$ cat config.mk
export PLATFORM = sky130hd
export DESIGN_NAME = ifu_fetch_top
export DESIGN_NICKNAME = d
export VERILOG_FILES = /design/src/design/ifu_pkg.sv /design/src/design/predict_if.sv /design/src/design/branch_predecode.sv /design/src/design/fetch_ctrl.sv /design/src/design/ifu_fetch_top.sv /design/src/design/ir_stage.sv /design/src/design/pc_select.sv
export SDC_FILE = /design/constraint.sdc
export NUM_CORES = 1
export LEC_CHECK = 0
export BUFFER_PORTS_ARGS = -buffer_cell sky130_fd_sc_hd__buf_2
export CORE_ASPECT_RATIO = 0.5
export CORE_UTILIZATION = 55
export CTS_CLUSTER_SIZE = 28
export DETAILED_ROUTE_END_ITERATION = 7
export PLACE_DENSITY_LB_ADDON = 0.12
export SLEW_MARGIN = 20
export SYNTH_ARGS = -nofsm -noshare
export SYNTH_HDL_FRONTEND = slang
export SYNTH_SLANG_ARGS = --single-unit
$ cat constraint.sdc
create_clock -name clk -period 12.1 [get_ports clk]
set_clock_uncertainty 0.15 [all_clocks]
set_input_delay 0.605 -clock clk [delete_from_list [all_inputs] [get_ports clk]]
set_output_delay 0.605 -clock clk [all_outputs]
set_load 0.03 [all_outputs]
$ cat src/design/ifu_pkg.sv
// Fetch unit shared definitions
`default_nettype none

package ifu_pkg;

  ////////////////////////////////////////////////////////////////////////////
  // Widths fixed by RV32C

  // Program counter width
  localparam int PC_W    = 32;
  // Fetched instruction width, compressed forms sit in the low half
  localparam int INSTR_W = 32;

  typedef logic [PC_W-1:0]    pc_t;
  typedef logic [INSTR_W-1:0] instr_t;

  ////////////////////////////////////////////////////////////////////////////
  // Opcode constants for the static predictor

  // Major opcodes of 32-bit jumps and branches
  localparam logic [6:0] OPC_JAL    = 7'b1101111;
  localparam logic [6:0] OPC_BRANCH = 7'b1100011;

  // Quadrant 1 compressed funct3 codes
  localparam logic [2:0] RVC_JAL    = 3'b001;
  localparam logic [2:0] RVC_J      = 3'b101;
  localparam logic [2:0] RVC_BEQZ   = 3'b110;
  localparam logic [2:0] RVC_BNEZ   = 3'b111;

  // Quadrant code of the compressed jumps and branches
  localparam logic [1:0] RVC_QUAD1  = 2'b01;

  ////////////////////////////////////////////////////////////////////////////
  // Next PC source

  typedef enum logic [1:0] {
    SRC_RESET     = 2'd0,  // Reset vector
    SRC_FLUSH     = 2'd1,  // Flush target from execute
    SRC_DLY_FLUSH = 2'd2,  // Remembered flush, target already in PC
    SRC_NEXT      = 2'd3   // Sequential or predicted
  } pc_src_t;

endpackage

`default_nettype wire

$ cat src/design/predict_if.sv
// Predecode result bundle
`timescale 1ns/1ps
`default_nettype none

interface predict_if;

  // Instruction is 32 bits long
  logic rv32;
  // Jump or conditional branch
  logic bjp;
  // Static prediction says taken
  logic prdt_taken;
  // Sign-extended jump or branch offset
  ifu_pkg::pc_t offset;

  // Predecoder drives everything
  modport source (
    output rv32,
    output bjp,
    output prdt_taken,
    output offset
  );

  // Next PC logic needs length, class and target offset
  modport pc_sink (
    input rv32,
    input bjp,
    input prdt_taken,
    input offset
  );

  // IR keeps only the length and the prediction
  modport ir_sink (
    input rv32,
    input prdt_taken
  );

endinterface

`default_nettype wire

$ cat src/design/branch_predecode.sv
// Static branch predecoder
`timescale 1ns/1ps
`default_nettype none

module branch_predecode (
  input  wire ifu_pkg::instr_t rsp_instr,
  predict_if.source            pred
);

  logic       rv32;
  logic       is_jal;
  logic       is_bxx;
  logic       is_cj;
  logic       is_cb;
  logic       quad1;
  logic [2:0] c_funct3;

  ifu_pkg::pc_t imm_jal;
  ifu_pkg::pc_t imm_bxx;
  ifu_pkg::pc_t imm_cj;
  ifu_pkg::pc_t imm_cb;
  ifu_pkg::pc_t offset;

  ////////////////////////////////////////////////////////////////////////////
  // Length and class

  // Both low bits set marks a 32-bit encoding
  assign rv32 = &rsp_instr[1:0];

  assign is_jal = rv32 & (rsp_instr[6:0] == ifu_pkg::OPC_JAL);
  assign is_bxx = rv32 & (rsp_instr[6:0] == ifu_pkg::OPC_BRANCH);

  // Compressed jumps and branches all live in quadrant 1
  assign quad1    = ~rv32 & (rsp_instr[1:0] == ifu_pkg::RVC_QUAD1);
  assign c_funct3 = rsp_instr[15:13];

  // C.JAL exists on RV32 only, which is all we fetch
  assign is_cj = quad1 & ((c_funct3 == ifu_pkg::RVC_J) | (c_funct3 == ifu_pkg::RVC_JAL));
  assign is_cb = quad1 & ((c_funct3 == ifu_pkg::RVC_BEQZ) | (c_funct3 == ifu_pkg::RVC_BNEZ));

  ////////////////////////////////////////////////////////////////////////////
  // Immediates, all sign-extended with bit 0 zero

  // J-type, imm[20|10:1|11|19:12]
  assign imm_jal = {{12{rsp_instr[31]}}, rsp_instr[19:12], rsp_instr[20],
                    rsp_instr[30:21], 1'b0};

  // B-type, imm[12|10:5] and imm[4:1|11]
  assign imm_bxx = {{20{rsp_instr[31]}}, rsp_instr[7], rsp_instr[30:25],
                    rsp_instr[11:8], 1'b0};

  // CJ format, imm[11|4|9:8|10|6|7|3:1|5] in bits 12:2
  assign imm_cj = {{21{rsp_instr[12]}}, rsp_instr[8], rsp_instr[10:9],
                   rsp_instr[6], rsp_instr[7], rsp_instr[2], rsp_instr[11],
                   rsp_instr[5:3], 1'b0};

  // CB format, imm[8|4:3] in 12:10 and imm[7:6|2:1|5] in 6:2
  assign imm_cb = {{24{rsp_instr[12]}}, rsp_instr[6:5], rsp_instr[2],
                   rsp_instr[11:10], rsp_instr[4:3], 1'b0};

  // Only one class can match at a time
  always_comb begin
    if (is_jal) begin
      offset = imm_jal;
    end else if (is_bxx) begin
      offset = imm_bxx;
    end else if (is_cj) begin
      offset = imm_cj;
    end else if (is_cb) begin
      offset = imm_cb;
    end else begin
      offset = '0;
    end
  end

  ////////////////////////////////////////////////////////////////////////////
  // Prediction

  assign pred.rv32   = rv32;
  assign pred.bjp    = is_jal | is_bxx | is_cj | is_cb;
  assign pred.offset = offset;

  // Jumps always taken
  // Backward branches taken, typical of loops
  assign pred.prdt_taken = is_jal | is_cj |
                           ((is_bxx | is_cb) & offset[ifu_pkg::PC_W-1]);

endmodule

`default_nettype wire

$ cat src/design/fetch_ctrl.sv
// Fetch handshake control
`timescale 1ns/1ps
`default_nettype none

module fetch_ctrl (
  input  wire logic            clk,
  input  wire logic            rst_n,
  input  wire logic            req_ready,
  input  wire logic            rsp_valid,
  input  wire logic            flush_req,
  input  wire logic            halt_req,
  input  wire logic            ir_accept,
  output logic                 req_valid,
  output logic                 rsp_ready,
  output logic                 halt_ack,
  output logic                 ir_load,
  output logic                 ir_flush,
  output logic                 pc_ena,
  output ifu_pkg::pc_src_t     pc_src
);

  logic       req_hsk;
  logic       rsp_hsk;
  logic       reset_req_r;
  logic       out_flag_r;
  logic       dly_flush_r;
  logic       halt_ack_r;
  logic       flush_real;
  logic       no_outs;
  logic       new_req;
  logic       new_req_condi;
  logic [1:0] outs_cnt_r;

  assign req_hsk = req_valid & req_ready;
  assign rsp_hsk = rsp_valid & rsp_ready;

  ////////////////////////////////////////////////////////////////////////////
  // State flags

  // Reset fetch pending until the first request goes out
  always_ff @(posedge clk) begin
    if (!rst_n) begin
      reset_req_r <= 1'b1;
    end else if (req_hsk) begin
      reset_req_r <= 1'b0;
    end
  end

  // One request in flight at most
  // Set has priority
  // A new request can leave as the old response returns
  always_ff @(posedge clk) begin
    if (!rst_n) begin
      out_flag_r <= 1'b0;
    end else if (req_hsk) begin
      out_flag_r <= 1'b1;
    end else if (rsp_hsk) begin
      out_flag_r <= 1'b0;
    end
  end

  // Flush is always taken
  // Remembered when no request leaves with it
  always_ff @(posedge clk) begin
    if (!rst_n) begin
      dly_flush_r <= 1'b0;
    end else if (flush_req & ~req_hsk) begin
      dly_flush_r <= 1'b1;
    end else if (req_hsk) begin
      dly_flush_r <= 1'b0;
    end
  end

  // A returning response counts as nothing outstanding
  assign no_outs = ~out_flag_r | rsp_valid;

  // Halt ack follows the request once the bus is quiet
  always_ff @(posedge clk) begin
    if (!rst_n) begin
      halt_ack_r <= 1'b0;
    end else if (halt_req & no_outs) begin
      halt_ack_r <= 1'b1;
    end else if (!halt_req) begin
      halt_ack_r <= 1'b0;
    end
  end

  assign halt_ack = halt_ack_r;

  ////////////////////////////////////////////////////////////////////////////
  // Request and response channels

  assign flush_real    = flush_req | dly_flush_r;
  assign new_req       = ~halt_req;
  // Free slot or one that frees this cycle
  assign new_req_condi = ~out_flag_r | rsp_hsk;

  assign req_valid = (reset_req_r | flush_real | new_req) & new_req_condi;

  // Flushed responses are dropped so always take them
  // Otherwise wait for room in the IR and for the next request to go out
  // During halt the response waits so its successor address stays live
  assign rsp_ready = flush_real | (ir_accept & req_ready & ~halt_req);

  // Flush target takes priority over everything
  always_comb begin
    if (flush_req) begin
      pc_src = ifu_pkg::SRC_FLUSH;
    end else if (dly_flush_r) begin
      pc_src = ifu_pkg::SRC_DLY_FLUSH;
    end else if (reset_req_r) begin
      pc_src = ifu_pkg::SRC_RESET;
    end else begin
      pc_src = ifu_pkg::SRC_NEXT;
    end
  end

  // PC follows every issued request and every flush target
  assign pc_ena = req_hsk | flush_req;

  // IR control
  assign ir_load  = rsp_hsk & ~flush_real;
  assign ir_flush = flush_req;

  ////////////////////////////////////////////////////////////////////////////
  // Checks

  // Requests minus responses, counted apart from the outstanding flag
  always_ff @(posedge clk) begin
    if (!rst_n) begin
      outs_cnt_r <= '0;
    end else begin
      outs_cnt_r <= outs_cnt_r + {1'b0, req_hsk} - {1'b0, rsp_hsk};
    end
  end

  req_valid_known: assert property (@(posedge clk) disable iff (!rst_n)
    !$isunknown(req_valid))
    else $error("req_valid is unknown");

  single_outstanding: assert property (@(posedge clk) disable iff (!rst_n)
    outs_cnt_r <= 2'd1)
    else $error("second request issued while one is outstanding");

endmodule

`default_nettype wire

$ cat src/design/ifu_fetch_top.sv
// Instruction fetch unit top
`timescale 1ns/1ps
`default_nettype none

module ifu_fetch_top (
  input  wire logic            clk,
  input  wire logic            rst_n,
  input  wire ifu_pkg::pc_t    pc_rtvec,
  // Request channel
  output logic                 ifu_req_valid,
  input  wire logic            ifu_req_ready,
  output ifu_pkg::pc_t         ifu_req_pc,
  output logic                 ifu_req_seq,
  // Response channel
  input  wire logic            ifu_rsp_valid,
  output logic                 ifu_rsp_ready,
  input  wire logic            ifu_rsp_err,
  input  wire ifu_pkg::instr_t ifu_rsp_instr,
  // IR channel to execute
  output logic                 ifu_ir_valid,
  input  wire logic            ifu_ir_ready,
  output ifu_pkg::instr_t      ifu_ir_instr,
  output ifu_pkg::pc_t         ifu_ir_pc,
  output logic                 ifu_ir_buserr,
  output logic                 ifu_ir_prdt_taken,
  // Flush and halt
  input  wire logic            ifu_flush_req,
  input  wire ifu_pkg::pc_t    ifu_flush_pc,
  input  wire logic            ifu_halt_req,
  output logic                 ifu_halt_ack
);

  ifu_pkg::pc_src_t pc_src;
  ifu_pkg::pc_t     pc;
  logic             pc_ena;
  logic             ir_load;
  logic             ir_flush;
  logic             ir_accept;

  // Predecode results of the instruction on the response channel
  predict_if pred_if_inst ();

  fetch_ctrl fetch_ctrl_inst (
    .clk       (clk),
    .rst_n     (rst_n),
    .req_ready (ifu_req_ready),
    .rsp_valid (ifu_rsp_valid),
    .flush_req (ifu_flush_req),
    .halt_req  (ifu_halt_req),
    .ir_accept (ir_accept),
    .req_valid (ifu_req_valid),
    .rsp_ready (ifu_rsp_ready),
    .halt_ack  (ifu_halt_ack),
    .ir_load   (ir_load),
    .ir_flush  (ir_flush),
    .pc_ena    (pc_ena),
    .pc_src    (pc_src)
  );

  branch_predecode branch_predecode_inst (
    .rsp_instr (ifu_rsp_instr),
    .pred      (pred_if_inst.source)
  );

  pc_select pc_select_inst (
    .clk      (clk),
    .rst_n    (rst_n),
    .pc_ena   (pc_ena),
    .pc_src   (pc_src),
    .pc_rtvec (pc_rtvec),
    .flush_pc (ifu_flush_pc),
    .pred     (pred_if_inst.pc_sink),
    .req_pc   (ifu_req_pc),
    .pc       (pc),
    .req_seq  (ifu_req_seq)
  );

  ir_stage ir_stage_inst (
    .clk           (clk),
    .rst_n         (rst_n),
    .ir_load       (ir_load),
    .ir_flush      (ir_flush),
    .rsp_err       (ifu_rsp_err),
    .rsp_instr     (ifu_rsp_instr),
    .pc            (pc),
    .pred          (pred_if_inst.ir_sink),
    .ir_ready      (ifu_ir_ready),
    .ir_valid      (ifu_ir_valid),
    .ir_accept     (ir_accept),
    .ir_buserr     (ifu_ir_buserr),
    .ir_prdt_taken (ifu_ir_prdt_taken),
    .ir_instr      (ifu_ir_instr),
    .ir_pc         (ifu_ir_pc)
  );

endmodule

`default_nettype wire

$ cat src/design/ir_stage.sv
// Instruction register toward execute
`timescale 1ns/1ps
`default_nettype none

module ir_stage (
  input  wire logic            clk,
  input  wire logic            rst_n,
  input  wire logic            ir_load,
  input  wire logic            ir_flush,
  input  wire logic            rsp_err,
  input  wire ifu_pkg::instr_t rsp_instr,
  input  wire ifu_pkg::pc_t    pc,
  predict_if.ir_sink           pred,
  input  wire logic            ir_ready,
  output logic                 ir_valid,
  output logic                 ir_accept,
  output logic                 ir_buserr,
  output logic                 ir_prdt_taken,
  output ifu_pkg::instr_t      ir_instr,
  output ifu_pkg::pc_t         ir_pc
);

  localparam int HALF_W = ifu_pkg::INSTR_W / 2;

  logic              ir_valid_r;
  logic              ir_clr;
  logic [HALF_W-1:0] ir_hi_r;
  logic [HALF_W-1:0] ir_lo_r;
  ifu_pkg::pc_t      ir_pc_r;
  logic              ir_err_r;
  logic              ir_prdt_r;

  ////////////////////////////////////////////////////////////////////////////
  // Valid flag

  // Emptied by execute, or dropped by a flush
  assign ir_clr = ir_valid_r & (ir_ready | ir_flush);

  // Load wins over clear so a back-to-back refill keeps valid high
  always_ff @(posedge clk) begin
    if (!rst_n) begin
      ir_valid_r <= 1'b0;
    end else if (ir_load) begin
      ir_valid_r <= 1'b1;
    end else if (ir_clr) begin
      ir_valid_r <= 1'b0;
    end
  end

  // Room for a new instruction this cycle
  assign ir_accept = ~ir_valid_r | ir_clr;

  ////////////////////////////////////////////////////////////////////////////
  // Payload

  // Upper half only toggles for 32-bit instructions, saves power
  always_ff @(posedge clk) begin
    if (ir_load & pred.rv32) begin
      ir_hi_r <= rsp_instr[ifu_pkg::INSTR_W-1:HALF_W];
    end
  end

  always_ff @(posedge clk) begin
    if (ir_load) begin
      ir_lo_r   <= rsp_instr[HALF_W-1:0];
      ir_pc_r   <= pc;
      ir_err_r  <= rsp_err;
      ir_prdt_r <= pred.prdt_taken;
    end
  end

  assign ir_valid      = ir_valid_r;
  assign ir_instr      = {ir_hi_r, ir_lo_r};
  assign ir_pc         = ir_pc_r;
  assign ir_buserr     = ir_err_r;
  assign ir_prdt_taken = ir_prdt_r;

  // Relies on fetch_ctrl holding the response while execute stalls
  ir_hold_stable: assert property (@(posedge clk) disable iff (!rst_n)
    (ir_valid_r && !ir_ready) |=>
      ($stable(ir_instr) && $stable(ir_pc) && $stable(ir_buserr) &&
       $stable(ir_prdt_taken)))
    else $error("IR contents changed while stalled");

endmodule

`default_nettype wire

$ cat src/design/pc_select.sv
// Next PC selection
`timescale 1ns/1ps
`default_nettype none

module pc_select (
  input  wire logic             clk,
  input  wire logic             rst_n,
  input  wire logic             pc_ena,
  input  wire ifu_pkg::pc_src_t pc_src,
  input  wire ifu_pkg::pc_t     pc_rtvec,
  input  wire ifu_pkg::pc_t     flush_pc,
  predict_if.pc_sink            pred,
  output ifu_pkg::pc_t          req_pc,
  output ifu_pkg::pc_t          pc,
  output logic                  req_seq
);

  ifu_pkg::pc_t pc_r;
  ifu_pkg::pc_t add_op1;
  ifu_pkg::pc_t add_op2;
  ifu_pkg::pc_t pc_sum;
  ifu_pkg::pc_t incr;
  logic         bjp_taken;

  // Step by instruction length
  assign incr      = pred.rv32 ? ifu_pkg::pc_t'(4) : ifu_pkg::pc_t'(2);
  assign bjp_taken = pred.bjp & pred.prdt_taken;

  ////////////////////////////////////////////////////////////////////////////
  // Adder operands

  // One shared adder for every source
  always_comb begin
    add_op1 = pc_r;
    add_op2 = '0;
    req_seq = 1'b0;
    case (pc_src)
      ifu_pkg::SRC_RESET: begin
        add_op1 = pc_rtvec;
      end
      ifu_pkg::SRC_FLUSH: begin
        add_op1 = flush_pc;
      end
      ifu_pkg::SRC_DLY_FLUSH: begin
        // Target was loaded into the PC on the flush cycle
        add_op1 = pc_r;
      end
      default: begin
        if (bjp_taken) begin
          add_op2 = pred.offset;
        end else begin
          add_op2 = incr;
          req_seq = 1'b1;
        end
      end
    endcase
  end

  assign pc_sum = add_op1 + add_op2;

  // Halfword aligned always
  assign req_pc = {pc_sum[ifu_pkg::PC_W-1:1], 1'b0};

  ////////////////////////////////////////////////////////////////////////////
  // PC register

  // Holds the address of the last issued request or flush target
  always_ff @(posedge clk) begin
    if (!rst_n) begin
      pc_r <= '0;
    end else if (pc_ena) begin
      pc_r <= req_pc;
    end
  end

  assign pc = pc_r;

  // Only a flush target may arrive odd
  // Every other source already sums to a halfword address
  pc_sum_aligned: assert property (@(posedge clk) disable iff (!rst_n)
    (pc_src != ifu_pkg::SRC_FLUSH) |-> !pc_sum[0])
    else $error("odd next PC from a source other than flush");

endmodule

`default_nettype wire

### After elaboration in Yosys (flattened, before gate mapping)

Index checks and enable logic that the tools add are counted.

* bits in registers: 101
* bits of input ports: 104
* output and inout port bits: 103

* add/subtract/negate cells: 1
* eq/ne operators: 10
* muxes and demuxes: 21
* bitwise logic cells: 40
* reduce and logical (&&, ||, !) cells: 6

Operators with widths (number)
* 32-bit 2-to-1 mux: 6
* 32-bit one-hot mux with 2 select lines: 1
* 32-bit adder: 1
* 1-bit AND: 17
* 1-bit OR: 17
* 7-bit == test (second input constant): 2
* 1-bit 2-to-1 mux: 10
* 3-bit == test (second input constant): 3
* 2-bit 2-to-1 mux: 3
* 1-bit inverter: 6
* 2-bit nonzero test: 3
* 2-bit by 1-bit == test with 1-bit output (second input constant): 2
* 3-bit by 1-bit == test with 1-bit output (second input constant): 1
* 3-bit 2-to-1 mux: 1
* 3-bit OR reduction: 1
* 2-bit == test (second input constant): 1
* 2-bit logical NOT: 1
* 2-bit by 1-bit != test with 1-bit output (second input constant): 1
* 2-bit AND reduction: 1

### Depth between registers and ports, before layout

* depth after elaboration: 14
* gate-level depth with buffers: 19
* gate-level depth less buffers: 17

### Modules after synthesis

From an unflattened synthesis, not the netlist that was laid out.

* cell total of the unflattened synthesis: 695
* area, all modules: 6735.2 um2

By module, submodules not included
* pc_select: instances 1, cells an instance 509, area each 3857.4 um2, seq. area each 620.6 um2
* ir_stage: instances 1, cells an instance 71, area each 2031.9 um2, seq. area each 2001.9 um2
* branch_predecode: instances 1, cells an instance 86, area each 581.8 um2, seq. area each 0.0 um2
* fetch_ctrl: instances 1, cells an instance 29, area each 264.0 um2, seq. area each 80.1 um2

### Worst setup path before layout

OpenSTA, ideal clock, no wires.

* path type: input port to output port
* start point: in ifu_rsp_instr[1]
* end point: out ifu_req_pc[28]
* data arrival time: 4272 ps
* path slack: 7073 ps
* stages: 18
* path buffers: 1
* cell sequence: nand2_1 -> or3_4 -> nor2_4 -> a22oi_1 -> o211ai_4 -> nand2_4 -> or2_1 -> buf_2 -> nor2_1 -> ha_1 -> and3_4 -> nand2b_1 -> a211o_1 -> a31o_4 -> a2111oi_4 -> o211a_1 -> nor3_1 -> nor2_1

* longest elaborated chain between the ends: 14
* elaborated cells on any way between the ends: 26
* classes of those cells: 1 x add/sub; 3 x eq/ne; 7 x mux; 14 x bitwise; 1 x reduce/logical

Ends and longest elaborated chain
* from (decl): line ifu_fetch_top.sv:18 `input wire ifu_pkg::instr_t ifu_rsp_instr,`
* 2-bit AND reduction: line branch_predecode.sv:28 `assign rv32 = &rsp_instr[1:0];`
* 1-bit inverter: line branch_predecode.sv:34 `assign quad1 = ~rv32 & (rsp_instr[1:0] == ifu_pkg::RVC_QUAD1);`
* 1-bit AND: line branch_predecode.sv:34
* 1-bit AND: line branch_predecode.sv:39 `assign is_cb = quad1 & ((c_funct3 == ifu_pkg::RVC_BEQZ) | (c_funct3 == ifu_pkg::RVC_BNEZ));`
* 32-bit 2-to-1 mux: line branch_predecode.sv:69 `end else if (is_cb) begin`
* 32-bit 2-to-1 mux: line branch_predecode.sv:67 `end else if (is_cj) begin`
* 32-bit 2-to-1 mux: line branch_predecode.sv:65 `end else if (is_bxx) begin`
* 32-bit 2-to-1 mux: line branch_predecode.sv:63 `if (is_jal) begin`
* 1-bit AND: line branch_predecode.sv:86 `((is_bxx | is_cb) & offset[ifu_pkg::PC_W-1]);`
* 1-bit OR (*): line branch_predecode.sv:85 `assign pred.prdt_taken = is_jal | is_cj |`
* named net branch_predecode_inst.pred.prdt_taken: line predict_if.sv:20 `output prdt_taken,`
* 1-bit AND (*): line pc_select.sv:27 `assign bjp_taken = pred.bjp & pred.prdt_taken;`
* 32-bit 2-to-1 mux (*): line pc_select.sv:49 `if (bjp_taken) begin`
* 32-bit 2-to-1 mux (*): line pc_select.sv:37 `case (pc_src)`
* 32-bit adder (*): line pc_select.sv:59 `assign pc_sum = add_op1 + add_op2;`
* to (decl): line ifu_fetch_top.sv:12 `output ifu_pkg::pc_t ifu_req_pc,`

Mark *: on every way through the listed nets, which the timed path passes. The rest lies on a longest branch.

### Worst setup path in the final report

* start point: in ifu_rsp_instr[14]
* end point: out ifu_req_pc[28]

* longest elaborated chain between the ends: 13
* elaborated cells on any way between the ends: 22
* classes of those cells: 1 x add/sub; 4 x eq/ne; 6 x mux; 11 x bitwise

Ends and longest elaborated chain (line)
* 3-bit == test: branch_predecode.sv:39
* 1-bit OR: branch_predecode.sv:39
* 1-bit AND: branch_predecode.sv:39
* 32-bit 2-to-1 mux: branch_predecode.sv:69
* 32-bit 2-to-1 mux: branch_predecode.sv:67
* 32-bit 2-to-1 mux: branch_predecode.sv:65
* 32-bit 2-to-1 mux: branch_predecode.sv:63
* 1-bit AND: branch_predecode.sv:86
* 1-bit OR (*): branch_predecode.sv:85
* named net branch_predecode_inst.pred.prdt_taken: predict_if.sv:20
* 1-bit AND (*): pc_select.sv:27
* 32-bit 2-to-1 mux (*): pc_select.sv:49
* 32-bit 2-to-1 mux (*): pc_select.sv:37
* 32-bit adder (*): pc_select.sv:59

Marked as above.

==> run summary <==
The routability congestion estimate was 0.915; the routed wirelength normalized by instance count was 16.4 um. For the number of nets with antenna violations after detailed routing, the log shows 0. The post-route core utilization came out at 0.707. The run gives 0.455 as the share of the yosys chip area belonging to registers. Smallest hold slack: 0.296 ns. For the via count, the log shows 5351. For the count of antenna diodes in the layout, the log shows 0. For hold timing, the worst endpoint is ir_stage_inst.ir_buserr. The power density relative to cell area works out to 119 nW/um2. The tools report the headroom to the max-slew limit as 0.324. The worst hold path begins at ifu_rsp_err.

Buffers placed on the I/O ports in this run total 202. The minimum setup slack among reg-to-reg paths was 8.08 ns; the count of state elements after synthesis was 101. The maximum level of the CTS H-tree is 3, and the post-placement setup slack is 6.48 ns. The average cell area after synthesis was 9.52 um2. The worst setup path is launched from an input pin. Final period utilization: 0.471.

Setup repair after global routing left no endpoint under its margin. The initial core utilization came out at 0.571. The floorplan step set the die height to 75.1 um. Clock-pin slew was measured on the worst setup and hold paths at 0.07 ns. The tools report the CTS root buffer as clkbuf_16. The area growth from synthesis to layout is 23.7%, and the half-perimeter wire length after placement is 11.7 mm. The ratio of routed vias to standard cells is 5.59, and the insertion delay to the later sink of the worst-skew pair is 0.35 ns.

The placed instances occupy a cell area of 6980 um2. The logs give 0.277 for the global router's overall resource usage and 0 for the final global-route overflow total. For this run, design rule violations remaining after detail routing come to 0.

TritonCTS built the clock tree. For the final max-slew violation count, the log shows 0. The clock period could shrink to 5.70 ns. In the final design database the tool counted 947 nets.

The run gives 0 ns as the final-layout setup total negative slack. The longest clock path from root to sink contains 2 buffers. The floorplan has 26 rows.

The tools report the maximum number of pins on one net before global-route repair as 71. Endpoint of the worst register-to-register path: pc_select_inst.pc[28]. The number of setup violations in the final report is 0, and the DRC violation total after the first TritonRoute iteration is 362.

The logs give 15.7 mm for the final wirelength and 4795 for the via count of the first global-routing pass. The worst-case IR drop observed on VDD is 75.0 uV. The maximum net fanout on the critical path is 10, and the total setup buffers inserted after CTS is 0.

Once the clock tree was built, the resizer swapped 0 gates to a different size. After floorplanning, the core was sized to cover 10300 um2. The run gives 5870 um2 as the area of the mapped netlist.

The hold-fix buffer count after cts was 0. The actual slew at the worst max-slew pin works out to 1.01 ns. After routing the design area is 7270 um2. The number of hold violations in the final report is 0, and the number of synthesized flops with an enable pin is 65.

The logs give 617 for the count of mapped cells out of synthesis and 5 for the number of detailed-route iterations in the first pass. For the worst flop-to-flop path, the logic depth is 13. Timing would allow up to 175 MHz.

Type of the tightest min-delay check: in2reg. The synthesized netlist contains 66 unique library cells. The flow ran to the end, and the final reports show no timing, DRC or antenna violations. Top flip-flop cell by instance count after synthesis: edfxtp_1. Initial antenna violation count: 0. The count of boundary I/O pins is 207, and the count of filler cells inserted in the layout is 839.

The number of clock sinks is 101, and the worst hold path depth is 1. The first global-routing pass estimated 23.6 mm of wire. For the total number of yosys warnings, the log shows 0. Static leakage power: 3.38 nW. The worst path setup slack after routing came out at 6.40 ns. For the worst setup path, the data required time is 11.35 ns. The ratio of cells with drive above 1 in the final layout was 0.307; the arrival time of data at the critical path endpoint was 4.94 ns. By startpoint and endpoint, the worst setup path is classified as in2out. Across the run, the number of max-cap violations was 0. The share of async-settable or async-resettable flops after synthesis came out at 0. The tools report the endpoint type of the worst setup path as an output port.

The die outline area is 11100 um2. The startpoint identified for the worst register-to-register timing path is fetch_ctrl_inst.reset_req_r. In this run, CTS created clock tree buffers numbering 9. The die width works out to 148 um.
==> per-stage QoR <==
stage,std cells,power [mW]
after floorplan,618,0.535
after global placement,941,0.591
after detailed placement,941,0.595
after CTS,957,0.869
after global routing,957,0.903
final,957,0.867
==> logic make-up (layout without fill, tap and decap cells) <==
family                     Yosys count  count (layout)  synth area share
muxes                               32              32            0.0545
adders and majority gates           31              31            0.0673
buffers and inverters               34             233            0.0290
other                                1               2          0.000639
DFF                                101             101             0.455
and+or+nand+nor                    225             225             0.175
xor gates and xnor gates            26              26            0.0388
AOI/OAI and AO/OA                  167             167             0.180
==> state kept, by name, summed over array words and instances (netlist names) <==
name                         flops
fetch_ctrl_inst.dly_flush_r      1
fetch_ctrl_inst.halt_ack         1
fetch_ctrl_inst.out_flag_r       1
fetch_ctrl_inst.reset_req_r      1
ir_stage_inst.ir_buserr          1
ir_stage_inst.ir_hi_r           16
ir_stage_inst.ir_lo_r           16
ir_stage_inst.ir_pc             31
ir_stage_inst.ir_prdt_taken      1
ir_stage_inst.ir_valid           1
pc_select_inst.pc               31
==> synth_stat cells, types with 4 or more instances <==
cell      instances  share of area
nand4_1           4         0.0043
nand3_1          12          0.010
a21o_2            6         0.0089
dfxtp_1          36           0.12
mux2i_1          32          0.055
and2_1            4         0.0043
nor3_1           11         0.0094
edfxtp_1         65           0.33
o21ai_0          49          0.042
a22oi_1           5         0.0064
a21oi_1          58          0.049
xor2_1            8          0.012
nand2_1         105          0.067
a21o_1            9          0.012
or3_1             7         0.0075
clkbuf_1         15         0.0096
nor2_1           54          0.035
nand2b_1          8         0.0085
ha_1             30          0.064
xnor2_1          18          0.027
inv_1             9         0.0058
a31oi_1           7         0.0075
a211oi_1          5         0.0064
==> power by group <==
group          switching, mW  total (mW)  leakage, nW  internal, mW
logic                  0.126       0.192         2.34        0.0659
clock network          0.134       0.278        0.136         0.144
registers            0.00928       0.396        0.902         0.387
total                  0.270       0.867         3.38         0.597
==> metal layers <==
metal	vias up	share of wire	global-route usage
met5	-	0	0
met4	0	0.0081	0.0733
met3	17	0.083	0.0539
met2	233	0.46	0.476
met1	2473	0.45	0.366
li1	2628	-	-
==> layout by cell type, fill, tap and decap left out, types with 4 or more instances in the layout <==
master	count
dfxtp_1	36
xnor2_1	18
a211oi_1	5
a31oi_1	7
a22oi_1	5
mux2i_1	32
a21o_2	6
nand4_1	4
nor3_1	11
nand3_1	12
xor2_1	8
a21o_1	9
inv_1	7
buf_2	202
and2_1	4
nand2_1	105
ha_1	30
nand2b_1	8
buf_4	6
clkbuf_16	9
o21ai_0	49
or3_1	7
edfxtp_1	65
nor2_1	54
a21oi_1	57
==> final cells by class <==
class                   instances  area (um2)  area share
multi-input cells             483        3050       0.419
flip-flops and latches        101        2670       0.368
repair buffers                208        1060       0.145
clock buffers                  10         229      0.0315
well taps                     140         175      0.0241
clock inverters                 6        53.8     0.00740
inverters                       9        35.0     0.00482
==> critical path, cell delays in order <==
cell and delay [ns]:
buf_2 0.13, nand2b_1 0.19, a21oi_1 0.53, a22oi_1 0.27
o211ai_4 0.33, nand2_4 0.13, or2_1 0.36, nor2_1 0.22
ha_1 0.30, nand3_1 0.12, nand2b_1 0.20, a211o_1 0.29
a31o_4 0.28, a2111oi_4 0.38, o211a_1 0.23, o21a_1 0.14
nor2_1 0.05, buf_2 0.19
==> how the worst max path moves through the flow <==
stage	cells past startpoint	start	slack [ns]	endpoint
detailed placement	18	ifu_rsp_instr[14]	6.48	ifu_req_pc[28]
global placement	18	ifu_rsp_instr[14]	6.50	ifu_req_pc[28]
floorplan	18	ifu_rsp_instr[1]	7.07	ifu_req_pc[28]
finish	18	ifu_rsp_instr[14]	6.40	ifu_req_pc[28]
global route	18	ifu_rsp_instr[14]	6.08	ifu_req_pc[28]
CTS	18	ifu_rsp_instr[14]	6.47	ifu_req_pc[28]
No activity file was read; power rests on OpenSTA's default activity.
